==> src/design/turfio_bus_pkg.sv <==
`default_nettype none

package turfio_bus_pkg;

    //////////////////////////////////////////////////////////////////////
    // Bus widths
    //////////////////////////////////////////////////////////////////////

    // Byte address across the whole register space
    localparam int WB_ADR_W = 22;
    localparam int WB_DAT_W = 32;
    // Each slave owns 4 kB of byte address
    localparam int WB_SLV_ADR_W = 12;
    // Slave index sits in the address bits above the slave window
    localparam int WB_SLV_IDX_W = WB_ADR_W - WB_SLV_ADR_W;

    //////////////////////////////////////////////////////////////////////
    // Slave map
    //////////////////////////////////////////////////////////////////////

    localparam int WB_NUM_SLV = 3;
    // Identification and board control
    localparam int SLV_ID_CTRL = 0;
    // TURF command decoder
    localparam int SLV_CMD = 1;
    // Sync strobe and cycle counter
    localparam int SLV_TIME = 2;

    // Master to slave request held until ack
    typedef struct packed {
        logic                cyc;
        logic                stb;
        logic                we;
        logic [WB_ADR_W-1:0] adr;
        logic [WB_DAT_W-1:0] dat;
    } wb_req_t;

    // Slave to master response with data valid on ack
    typedef struct packed {
        logic                ack;
        logic [WB_DAT_W-1:0] dat;
    } wb_rsp_t;

endpackage

`default_nettype wire

==> src/design/turfio_cmd_pkg.sv <==
`default_nettype none

package turfio_cmd_pkg;

    // TURF command word width
    localparam int CMD_W = 32;
    localparam int CMD_KIND_W = 4;
    // Trigger time carried in the low bits of a command
    localparam int TRIG_TIME_W = 15;
    // Bits between the kind field and the trigger time
    localparam int CMD_RSVD_W = CMD_W - CMD_KIND_W - TRIG_TIME_W;

    // Free-running cycle count
    localparam int COUNT_W = 48;
    // Sync phase counter with a 16-cycle period
    localparam int SYNC_PERIOD_W = 4;

    typedef logic [TRIG_TIME_W-1:0] trig_time_t;

    // Command kinds other than these are dropped
    typedef enum logic [CMD_KIND_W-1:0] {
        CMD_NONE = 4'd0,
        CMD_SYNC = 4'd1,
        CMD_PPS  = 4'd2,
        CMD_TRIG = 4'd3
    } cmd_kind_e;

    // Kind in 31:28 and trigger time in 14:0
    typedef struct packed {
        cmd_kind_e             kind;
        logic [CMD_RSVD_W-1:0] rsvd;
        trig_time_t            trig_time;
    } cmd_word_t;

endpackage

`default_nettype wire

==> src/design/turfio_intercon.sv <==
`timescale 1ns/100ps
`default_nettype none

module turfio_intercon #(
    parameter int NUM_SLV = 3
) (
    input  wire                      wb_clk_i,
    input  wire                      arst_n_i,
    input  turfio_bus_pkg::wb_req_t  host_req_i,
    output turfio_bus_pkg::wb_rsp_t  host_rsp_o,
    output turfio_bus_pkg::wb_req_t  slv_req_o [NUM_SLV],
    input  turfio_bus_pkg::wb_rsp_t  slv_rsp_i [NUM_SLV]
);

    localparam int IDX_W = turfio_bus_pkg::WB_SLV_IDX_W;
    localparam int SLV_ADR_W = turfio_bus_pkg::WB_SLV_ADR_W;

    // Slave index from the top address bits
    logic [IDX_W-1:0] slv_idx;
    logic             unmapped;
    // Own ack for holes in the map
    logic             unm_ack_q;

    assign slv_idx = host_req_i.adr[turfio_bus_pkg::WB_ADR_W-1:SLV_ADR_W];
    assign unmapped = (slv_idx >= IDX_W'(NUM_SLV));

    //////////////////////////////////////////////////////////////////////
    // Request fan-out
    //////////////////////////////////////////////////////////////////////

    always_comb begin
        for (int i = 0; i < NUM_SLV; i++) begin
            slv_req_o[i] = host_req_i;
            // Only the addressed slave sees stb
            slv_req_o[i].stb = host_req_i.stb && (slv_idx == IDX_W'(i));
            // Slaves decode their own window only
            slv_req_o[i].adr = '0;
            slv_req_o[i].adr[SLV_ADR_W-1:0] = host_req_i.adr[SLV_ADR_W-1:0];
        end
    end

    // One-cycle zero-data ack for an unmapped access
    always_ff @(posedge wb_clk_i or negedge arst_n_i) begin
        if (!arst_n_i) begin
            unm_ack_q <= 1'b0;
        end else begin
            unm_ack_q <= host_req_i.cyc && host_req_i.stb && unmapped && !unm_ack_q;
        end
    end

    //////////////////////////////////////////////////////////////////////
    // Response mux
    //////////////////////////////////////////////////////////////////////

    always_comb begin
        // Default covers the unmapped indices
        host_rsp_o.ack = unm_ack_q;
        host_rsp_o.dat = '0;
        for (int i = 0; i < NUM_SLV; i++) begin
            if (slv_idx == IDX_W'(i)) begin
                host_rsp_o = slv_rsp_i[i];
            end
        end
    end

endmodule

`default_nettype wire

==> src/design/tio_id_ctrl.sv <==
`timescale 1ns/100ps
`default_nettype none

module tio_id_ctrl #(
    parameter logic [31:0] IDENT = "TFIO",
    parameter logic [31:0] DATEVERSION = 32'h0
) (
    input  wire                     wb_clk_i,
    input  wire                     arst_n_i,
    input  turfio_bus_pkg::wb_req_t wb_req_i,
    output turfio_bus_pkg::wb_rsp_t wb_rsp_o,
    input  wire  [1:0]              crate_conf_i,
    output logic                    enable_crate_o,
    output logic                    enable_3v3_o,
    output logic                    ext_sync_en_o,
    output logic [turfio_cmd_pkg::SYNC_PERIOD_W-1:0] sync_offset_o
);

    localparam int SLV_ADR_W = turfio_bus_pkg::WB_SLV_ADR_W;

    // Register map, byte offsets
    localparam logic [SLV_ADR_W-1:0] ADR_IDENT = 12'h000;
    localparam logic [SLV_ADR_W-1:0] ADR_DATEVER = 12'h004;
    localparam logic [SLV_ADR_W-1:0] ADR_CTRL = 12'h008;
    localparam logic [SLV_ADR_W-1:0] ADR_CONF = 12'h00C;

    // Control register fields
    typedef struct packed {
        logic [turfio_cmd_pkg::SYNC_PERIOD_W-1:0] sync_offset;
        logic                                     ext_sync_en;
        logic                                     en_3v3;
        logic                                     en_crate;
    } ctrl_reg_t;

    ctrl_reg_t                             ctrl_q;
    logic                                  ack_q;
    logic                                  access;
    logic [SLV_ADR_W-1:0]                  reg_adr;
    logic [turfio_bus_pkg::WB_DAT_W-1:0]   rdata_d;
    logic [turfio_bus_pkg::WB_DAT_W-1:0]   rdata_q;

    // New access but not the cycle that acks it
    assign access = wb_req_i.cyc && wb_req_i.stb && !ack_q;
    assign reg_adr = wb_req_i.adr[SLV_ADR_W-1:0];

    //////////////////////////////////////////////////////////////////////
    // Read mux
    //////////////////////////////////////////////////////////////////////

    always_comb begin
        rdata_d = '0;
        case (reg_adr)
            ADR_IDENT: rdata_d = IDENT;
            ADR_DATEVER: rdata_d = DATEVERSION;
            ADR_CTRL: begin
                rdata_d[0] = ctrl_q.en_crate;
                rdata_d[1] = ctrl_q.en_3v3;
                rdata_d[2] = ctrl_q.ext_sync_en;
                rdata_d[11:8] = ctrl_q.sync_offset;
            end
            // Crate config straps
            ADR_CONF: rdata_d[1:0] = crate_conf_i;
            default: rdata_d = '0;
        endcase
    end

    // Ack and control state
    always_ff @(posedge wb_clk_i or negedge arst_n_i) begin
        if (!arst_n_i) begin
            ack_q <= 1'b0;
            ctrl_q <= '0;
        end else begin
            ack_q <= access;
            // Only the control register is writable
            if (access && wb_req_i.we && reg_adr == ADR_CTRL) begin
                ctrl_q.en_crate <= wb_req_i.dat[0];
                ctrl_q.en_3v3 <= wb_req_i.dat[1];
                ctrl_q.ext_sync_en <= wb_req_i.dat[2];
                ctrl_q.sync_offset <= wb_req_i.dat[11:8];
            end
        end
    end

    // Read data captured with ack
    always_ff @(posedge wb_clk_i) begin
        if (access) begin
            rdata_q <= rdata_d;
        end
    end

    assign wb_rsp_o.ack = ack_q;
    assign wb_rsp_o.dat = rdata_q;

    assign enable_crate_o = ctrl_q.en_crate;
    assign enable_3v3_o = ctrl_q.en_3v3;
    assign ext_sync_en_o = ctrl_q.ext_sync_en;
    assign sync_offset_o = ctrl_q.sync_offset;

endmodule

`default_nettype wire

==> src/design/turf_command_decoder.sv <==
`timescale 1ns/100ps
`default_nettype none

module turf_command_decoder (
    input  wire                        wb_clk_i,
    input  wire                        arst_n_i,
    input  turfio_bus_pkg::wb_req_t    wb_req_i,
    output turfio_bus_pkg::wb_rsp_t    wb_rsp_o,
    input  turfio_cmd_pkg::cmd_word_t  command_i,
    input  wire                        command_valid_i,
    output turfio_cmd_pkg::trig_time_t trig_time_o,
    output logic                       trig_valid_o,
    output logic                       sync_req_o
);

    localparam int DAT_W = turfio_bus_pkg::WB_DAT_W;
    localparam int SLV_ADR_W = turfio_bus_pkg::WB_SLV_ADR_W;

    // Read-only event counters
    typedef struct packed {
        logic [DAT_W-1:0] trig;
        logic [DAT_W-1:0] pps;
        logic [DAT_W-1:0] sync;
    } evt_count_t;

    evt_count_t                 count_q;
    turfio_cmd_pkg::trig_time_t trig_time_q;
    logic                       trig_valid_q;
    logic                       sync_req_q;
    logic                       is_trig;
    logic                       is_sync;
    logic                       is_pps;
    logic                       ack_q;
    logic                       access;
    logic [DAT_W-1:0]           rdata_q;

    // Decode qualified by the strobe
    assign is_trig = command_valid_i && command_i.kind == turfio_cmd_pkg::CMD_TRIG;
    assign is_sync = command_valid_i && command_i.kind == turfio_cmd_pkg::CMD_SYNC;
    assign is_pps = command_valid_i && command_i.kind == turfio_cmd_pkg::CMD_PPS;

    assign access = wb_req_i.cyc && wb_req_i.stb && !ack_q;

    //////////////////////////////////////////////////////////////////////
    // Event registers
    //////////////////////////////////////////////////////////////////////

    always_ff @(posedge wb_clk_i or negedge arst_n_i) begin
        if (!arst_n_i) begin
            trig_valid_q <= 1'b0;
            sync_req_q <= 1'b0;
            trig_time_q <= '0;
            count_q <= '0;
            ack_q <= 1'b0;
        end else begin
            // One-cycle pulses in the cycle after the strobe
            trig_valid_q <= is_trig;
            sync_req_q <= is_sync;
            if (is_trig) begin
                trig_time_q <= command_i.trig_time;
                count_q.trig <= count_q.trig + 1'b1;
            end
            if (is_pps) count_q.pps <= count_q.pps + 1'b1;
            if (is_sync) count_q.sync <= count_q.sync + 1'b1;
            ack_q <= access;
        end
    end

    // Read data is zero outside the four words
    always_ff @(posedge wb_clk_i) begin
        if (access) begin
            rdata_q <= '0;
            case (wb_req_i.adr[SLV_ADR_W-1:0])
                12'h000: rdata_q[turfio_cmd_pkg::TRIG_TIME_W-1:0] <= trig_time_q;
                12'h004: rdata_q <= count_q.trig;
                12'h008: rdata_q <= count_q.pps;
                12'h00C: rdata_q <= count_q.sync;
                default: rdata_q <= '0;
            endcase
        end
    end

    assign wb_rsp_o.ack = ack_q;
    assign wb_rsp_o.dat = rdata_q;

    assign trig_time_o = trig_time_q;
    assign trig_valid_o = trig_valid_q;
    assign sync_req_o = sync_req_q;

endmodule

`default_nettype wire

==> src/design/sync_sysclk_count.sv <==
`timescale 1ns/100ps
`default_nettype none

module sync_sysclk_count (
    input  wire                     wb_clk_i,
    input  wire                     arst_n_i,
    input  turfio_bus_pkg::wb_req_t wb_req_i,
    output turfio_bus_pkg::wb_rsp_t wb_rsp_o,
    input  wire                     sync_req_i,
    input  wire                     ext_sync_en_i,
    input  wire  [turfio_cmd_pkg::SYNC_PERIOD_W-1:0] sync_offset_i,
    output logic                    sync_o
);

    localparam int COUNT_W = turfio_cmd_pkg::COUNT_W;
    localparam int DAT_W = turfio_bus_pkg::WB_DAT_W;

    logic [turfio_cmd_pkg::SYNC_PERIOD_W-1:0] phase_q;
    logic [COUNT_W-1:0]                       count_q;
    logic                                     ack_q;
    logic                                     access;
    logic [DAT_W-1:0]                         rdata_q;

    assign access = wb_req_i.cyc && wb_req_i.stb && !ack_q;

    //////////////////////////////////////////////////////////////////////
    // Phase and cycle count
    //////////////////////////////////////////////////////////////////////

    always_ff @(posedge wb_clk_i or negedge arst_n_i) begin
        if (!arst_n_i) begin
            phase_q <= '0;
            count_q <= '0;
            ack_q <= 1'b0;
        end else begin
            // TURF sync realigns only when enabled
            if (sync_req_i && ext_sync_en_i) phase_q <= '0;
            else phase_q <= phase_q + 1'b1;
            count_q <= count_q + 1'b1;
            ack_q <= access;
        end
    end

    // Strobe on the programmed phase
    assign sync_o = (phase_q == sync_offset_i);

    // Count halves captured on the edge that raises ack
    always_ff @(posedge wb_clk_i) begin
        if (access) begin
            rdata_q <= '0;
            case (wb_req_i.adr[turfio_bus_pkg::WB_SLV_ADR_W-1:0])
                12'h000: rdata_q <= count_q[DAT_W-1:0];
                12'h004: rdata_q[COUNT_W-DAT_W-1:0] <= count_q[COUNT_W-1:DAT_W];
                default: rdata_q <= '0;
            endcase
        end
    end

    assign wb_rsp_o.ack = ack_q;
    assign wb_rsp_o.dat = rdata_q;

endmodule

`default_nettype wire

==> src/design/turfio_top.sv <==
`timescale 1ns/100ps
`default_nettype none

module turfio_top #(
    parameter logic [31:0] IDENT = "TFIO",
    parameter logic [3:0]  VER_MAJOR = 4'd0,
    parameter logic [3:0]  VER_MINOR = 4'd0,
    parameter logic [7:0]  VER_REV = 8'd23,
    parameter logic [15:0] FIRMWARE_DATE = 16'h0
) (
    input  wire                        wb_clk_i,
    input  wire                        arst_n_i,
    input  turfio_bus_pkg::wb_req_t    wb_req_i,
    output turfio_bus_pkg::wb_rsp_t    wb_rsp_o,
    input  turfio_cmd_pkg::cmd_word_t  command_i,
    input  wire                        command_valid_i,
    input  wire  [1:0]                 crate_conf_i,
    output logic                       enable_crate_o,
    output logic                       enable_3v3_o,
    output logic                       sync_o,
    output turfio_cmd_pkg::trig_time_t trig_time_o,
    output logic                       trig_valid_o
);

    // Date in the top half and version below
    localparam logic [15:0] FIRMWARE_VERSION = {VER_MAJOR, VER_MINOR, VER_REV};
    localparam logic [31:0] DATEVERSION = {FIRMWARE_DATE, FIRMWARE_VERSION};

    localparam int NUM_SLV = turfio_bus_pkg::WB_NUM_SLV;

    turfio_bus_pkg::wb_req_t slv_req [NUM_SLV];
    turfio_bus_pkg::wb_rsp_t slv_rsp [NUM_SLV];

    // Control levels into the sync block
    logic                                     ext_sync_en;
    logic [turfio_cmd_pkg::SYNC_PERIOD_W-1:0] sync_offset;
    // Sync request from the command path
    logic                                     sync_req;

    //////////////////////////////////////////////////////////////////////
    // Bus fabric
    //////////////////////////////////////////////////////////////////////

    turfio_intercon #(
        .NUM_SLV(NUM_SLV)
    ) u_intercon (
        .wb_clk_i(wb_clk_i),
        .arst_n_i(arst_n_i),
        .host_req_i(wb_req_i),
        .host_rsp_o(wb_rsp_o),
        .slv_req_o(slv_req),
        .slv_rsp_i(slv_rsp)
    );

    // Slave 0
    tio_id_ctrl #(
        .IDENT(IDENT),
        .DATEVERSION(DATEVERSION)
    ) u_id_ctrl (
        .wb_clk_i(wb_clk_i),
        .arst_n_i(arst_n_i),
        .wb_req_i(slv_req[turfio_bus_pkg::SLV_ID_CTRL]),
        .wb_rsp_o(slv_rsp[turfio_bus_pkg::SLV_ID_CTRL]),
        .crate_conf_i(crate_conf_i),
        .enable_crate_o(enable_crate_o),
        .enable_3v3_o(enable_3v3_o),
        .ext_sync_en_o(ext_sync_en),
        .sync_offset_o(sync_offset)
    );

    // Slave 1
    turf_command_decoder u_decoder (
        .wb_clk_i(wb_clk_i),
        .arst_n_i(arst_n_i),
        .wb_req_i(slv_req[turfio_bus_pkg::SLV_CMD]),
        .wb_rsp_o(slv_rsp[turfio_bus_pkg::SLV_CMD]),
        .command_i(command_i),
        .command_valid_i(command_valid_i),
        .trig_time_o(trig_time_o),
        .trig_valid_o(trig_valid_o),
        .sync_req_o(sync_req)
    );

    // Slave 2
    sync_sysclk_count u_synccount (
        .wb_clk_i(wb_clk_i),
        .arst_n_i(arst_n_i),
        .wb_req_i(slv_req[turfio_bus_pkg::SLV_TIME]),
        .wb_rsp_o(slv_rsp[turfio_bus_pkg::SLV_TIME]),
        .sync_req_i(sync_req),
        .ext_sync_en_i(ext_sync_en),
        .sync_offset_i(sync_offset),
        .sync_o(sync_o)
    );

endmodule

`default_nettype wire

==> config.mk <==
export PLATFORM = sky130hd
export DESIGN_NAME = turfio_top
export DESIGN_NICKNAME = d
export VERILOG_FILES = /design/src/design/turfio_bus_pkg.sv /design/src/design/turfio_cmd_pkg.sv /design/src/design/turfio_intercon.sv /design/src/design/tio_id_ctrl.sv /design/src/design/turf_command_decoder.sv /design/src/design/sync_sysclk_count.sv /design/src/design/turfio_top.sv
export SDC_FILE = /design/constraint.sdc
export NUM_CORES = 1
export LEC_CHECK = 0
export BUFFER_PORTS_ARGS = -buffer_cell sky130_fd_sc_hd__buf_4
export CORE_AREA = 2 2 178 180
export CTS_BUF_LIST = sky130_fd_sc_hd__clkbuf_8
export CTS_CLUSTER_SIZE = 30
export DETAILED_ROUTE_END_ITERATION = 8
export DIE_AREA = 0 0 180 182
export PLACE_DENSITY_LB_ADDON = 0.25
export REMOVE_ABC_BUFFERS = 1
export SETUP_SLACK_MARGIN = 0.15
export SLEW_MARGIN = 25
export SYNTH_ARGS = -nofsm -noshare
export SYNTH_HDL_FRONTEND = slang
export SYNTH_SLANG_ARGS = --single-unit
==> constraint.sdc <==
create_clock -name wb_clk_i -period 5.52 [get_ports wb_clk_i]
set_input_delay 0 -clock wb_clk_i [delete_from_list [all_inputs] [get_ports wb_clk_i]]
set_output_delay 0 -clock wb_clk_i [all_outputs]
set_load 0.02 [all_outputs]
==> results.yml <==
outcome:
  outcome: "complete, no violations"
clock_tree:
  cts_tree: "built"
  cts-root-buf: "clkbuf_8"
  cts.sinks: 250
  htree_levels: 2
  cts_buffer_depth: 3
  cts_buffers: 45
  clk_pin_slew_ns: 0.06
  clock_latency_ns: 0.55
  ctsResizeCount: 0
timing:
  setup_tns_ns: 0
  timing.final.hold_violations: 0
  fmax_ghz: 0.397
  slew_headroom_pct: 39.3
  min_period_over_period_pct: 45.6
  worst_pin_slew_ns: 0.903
  clock_skew_ns: 0.0226
  rsz0062_at_grt: "false"
  finalMaxSlewViolations: 0
  fin_crit_ns: 2.52
  setup_viol: 0
global_routing:
  grt_max_degree: 71
  grt_usage_pct: 17.6
  grt_pass1_vias: 8514
  antenna_found_initial: 0
  grt_overflow: 0
  grt_pass1_wl_um: 46000
worst_setup_path:
  path_delay_family: "simple AND/OR/NAND/NOR gates"
  critPathBufInv: 0
  worstPathMaxFanout: 6
  cp-end-kind: "flip-flop"
  slowest_delay_ns: 0.77
  crit_chain: "nor4bb_1, nand3_1, nor4_1, nand4_1, xnor2_1"
  rrSetupSlack_ns: 3.00
  startpoint_type: "flip-flop"
  regToRegStartpoint: "u_decoder.count_q[67]$_DFFE_PN0P_"
  regToRegEndpoint: "u_decoder.count_q[86]$_DFFE_PN0P_"
  rr_worst_depth: 5
  worstSetupPathType: "flip-flop to flip-flop"
  cp.arrival_ns: 2.94
  critPathSlowestCell: "nor4_1"
  required_ns: 5.94
yosys:
  yosysWarningCount: 0
  ys_async_sr_fraction_pct: 70.4
  ys.flop_type: "dfrtp_1"
  netlist_area_um2: 11900
  netlist.area_leader.share_pct: 37.1
  synth-edff-count: 74
  synth-seq-cells: 250
  synth_top_area_cell: "dfrtp_1"
  syn_avg_cell_area_um2: 11.5
  synth.area.top_cells: "dfrtp_1, edfxtp_1, xnor2_1"
  ys_types: 51
  yosysSeqAreaShare_pct: 55.8
  syn_inst: 1035
route:
  firstDrtPassIters: 5
  avgRoutedWirePerCell_um: 17.2
  vias_per_cell: 5.06
  antenna_left: 0
  top_layer_used: "met4"
  dr_wl_met3_um: 1300
  drcViolationCount: 0
  num_vias: 8272
  routed_wl_um: 28100
  met1_length_um: 13100
  wl_met2_um: 13300
  drt_iter0_drc: 547
cells_and_area:
  syn2layout_area_growth_pct: 21.1
  nets: 1294
  diodes: 0
  layout-drive-gt1-share_pct: 20.0
worst_hold_path:
  hold_path_class: "input pin to asynchronous set/reset pin"
place:
  portBuffers: 107
  routabilityCongestion: 0.802
  post-dp-hpwl_um: 19400
die:
  start_util_pct: 38.3
  die_h_um: 182
  core_region_area_um2: 31000
  die_w_um: 180
  io_pins: 146
  dieArea_um2: 32800
  rows: 65
job:
  drv_cap: 0
pwr:
  power_w: 0.00408
  ir_worst_vdd_uv: 141
  powerDensity_nw_per_um2: 284
  leakagePower_nw: 6.18
## cells by family after synthesis
group	share of synthesized area [%]
AND/OR/NAND/NOR	18.7
buffers and inverters	1.99
XOR/XNOR	10.7
adder cells (fa/ha/maj)	0.527
multiplexers	8.89
AO/OA/AOI/OAI	3.33
flip-flops	55.8
## how the worst max path moves through the flow
stage | startpoint | endpoint | slack [ns] | cells after the start
global placement | wb_req_i[43] | u_synccount.rdata_q[29]$_SDFFCE_PP0P_ | 3.02 | 7
CTS | u_decoder.count_q[67]$_DFFE_PN0P_ | u_decoder.count_q[86]$_DFFE_PN0P_ | 2.98 | 5
floorplan | wb_req_i[52] | u_decoder.rdata_q[0]$_DFFE_PP_ | 0.79 | 3
finish | u_decoder.count_q[67]$_DFFE_PN0P_ | u_decoder.count_q[86]$_DFFE_PN0P_ | 3.00 | 5
global route | u_decoder.count_q[67]$_DFFE_PN0P_ | u_decoder.count_q[86]$_DFFE_PN0P_ | 2.88 | 5
detailed placement | wb_req_i[43] | u_synccount.rdata_q[29]$_SDFFCE_PP0P_ | 2.98 | 7
## cell usage after synthesis (2+ instances only)
master,n
a21boi_0,2
a21oi_1,50
a22oi_1,16
and2_1,23
and3_1,19
and4_1,21
buf_1,5
buf_2,6
clkbuf_1,28
dfrtp_1,176
edfxtp_1,74
ha_1,5
inv_1,18
mux2_2,26
mux2i_1,42
mux4_2,14
nand2_1,65
nand3_1,48
nand3b_1,2
nand4_1,30
nor2_1,136
nor2_2,2
nor2b_1,20
nor3_1,15
nor3b_1,2
nor4_1,13
nor4_2,2
o21ai_0,2
or2_2,4
or3_1,3
or4_1,3
xnor2_1,94
xor2_1,51
## flip-flops by register name, indices dropped and copies added, names as in the netlist, 4 cells and up
register,count
u_decoder.rdata_q,32
u_decoder.count_q,96
u_id_ctrl.sync_offset_o,4
u_synccount.phase_q,4
u_decoder.trig_time_o,15
u_synccount.rdata_q,32
u_id_ctrl.rdata_q,10
u_synccount.count_q,48
## cell usage in the layout, fill, tap and decap left out, drive strengths merged, types with 17 or more instances in the layout
cell	instances
dfrtp	176
nor2	138
buf	117
xnor2	94
edfxtp	74
nand2	65
clkbuf	54
xor2	51
a21oi	50
nand3	49
mux2i	42
dlygate4sd3	36
nand4	32
inv	27
mux2	26
and2	24
and4	21
nor2b	20
and3	19
clkinv	19
nor3	17
## final cells by class
type                    count  area, µm²
clock inverters            30        161
fillers                  2838      16600
multi-input cells         726       5030
inverters                  19       71.3
flip-flops and latches    250       6630
clock buffers              54        743
well taps                 402        503
repair buffers            153       1240
## routing by layer
metal	up-vias	global-route usage, %
met5	-	0
met2	173	28.7
li1	3971	-
met3	39	3.07
met4	0	5.01
met1	4089	24.2
## report_power, final
part	switching, W	leakage [nW]	internal, W
combinational	0.000165	2.70	0.000177
sequential	0.0000731	2.98	0.00196
clock	0.000771	0.507	0.000939
total	0.00101	6.18	0.00307
## through the flow
stage                     cells  setup WS, ns  hold slack [ns]  utilization, %  area, µm²
after floorplan             995         0.791           -0.296               -      11700
after global placement     1514          3.02           0.0678            42.3      13100
after detailed placement   1514          2.98           0.0707            42.3      13100
after CTS                  1634          2.98           0.0346            46.4      14400
after global routing       1634          2.88           0.0583            46.4      14400
final                      1634          3.00           0.0472            46.4      14400
## timing repair
item | in CTS | in global routing
setup buffers | 0 | 0
hold buffers | 36 | 0
endpoints found under the hold margin | 104 | 0
Note: power is estimated with default switching activity, not from simulation.
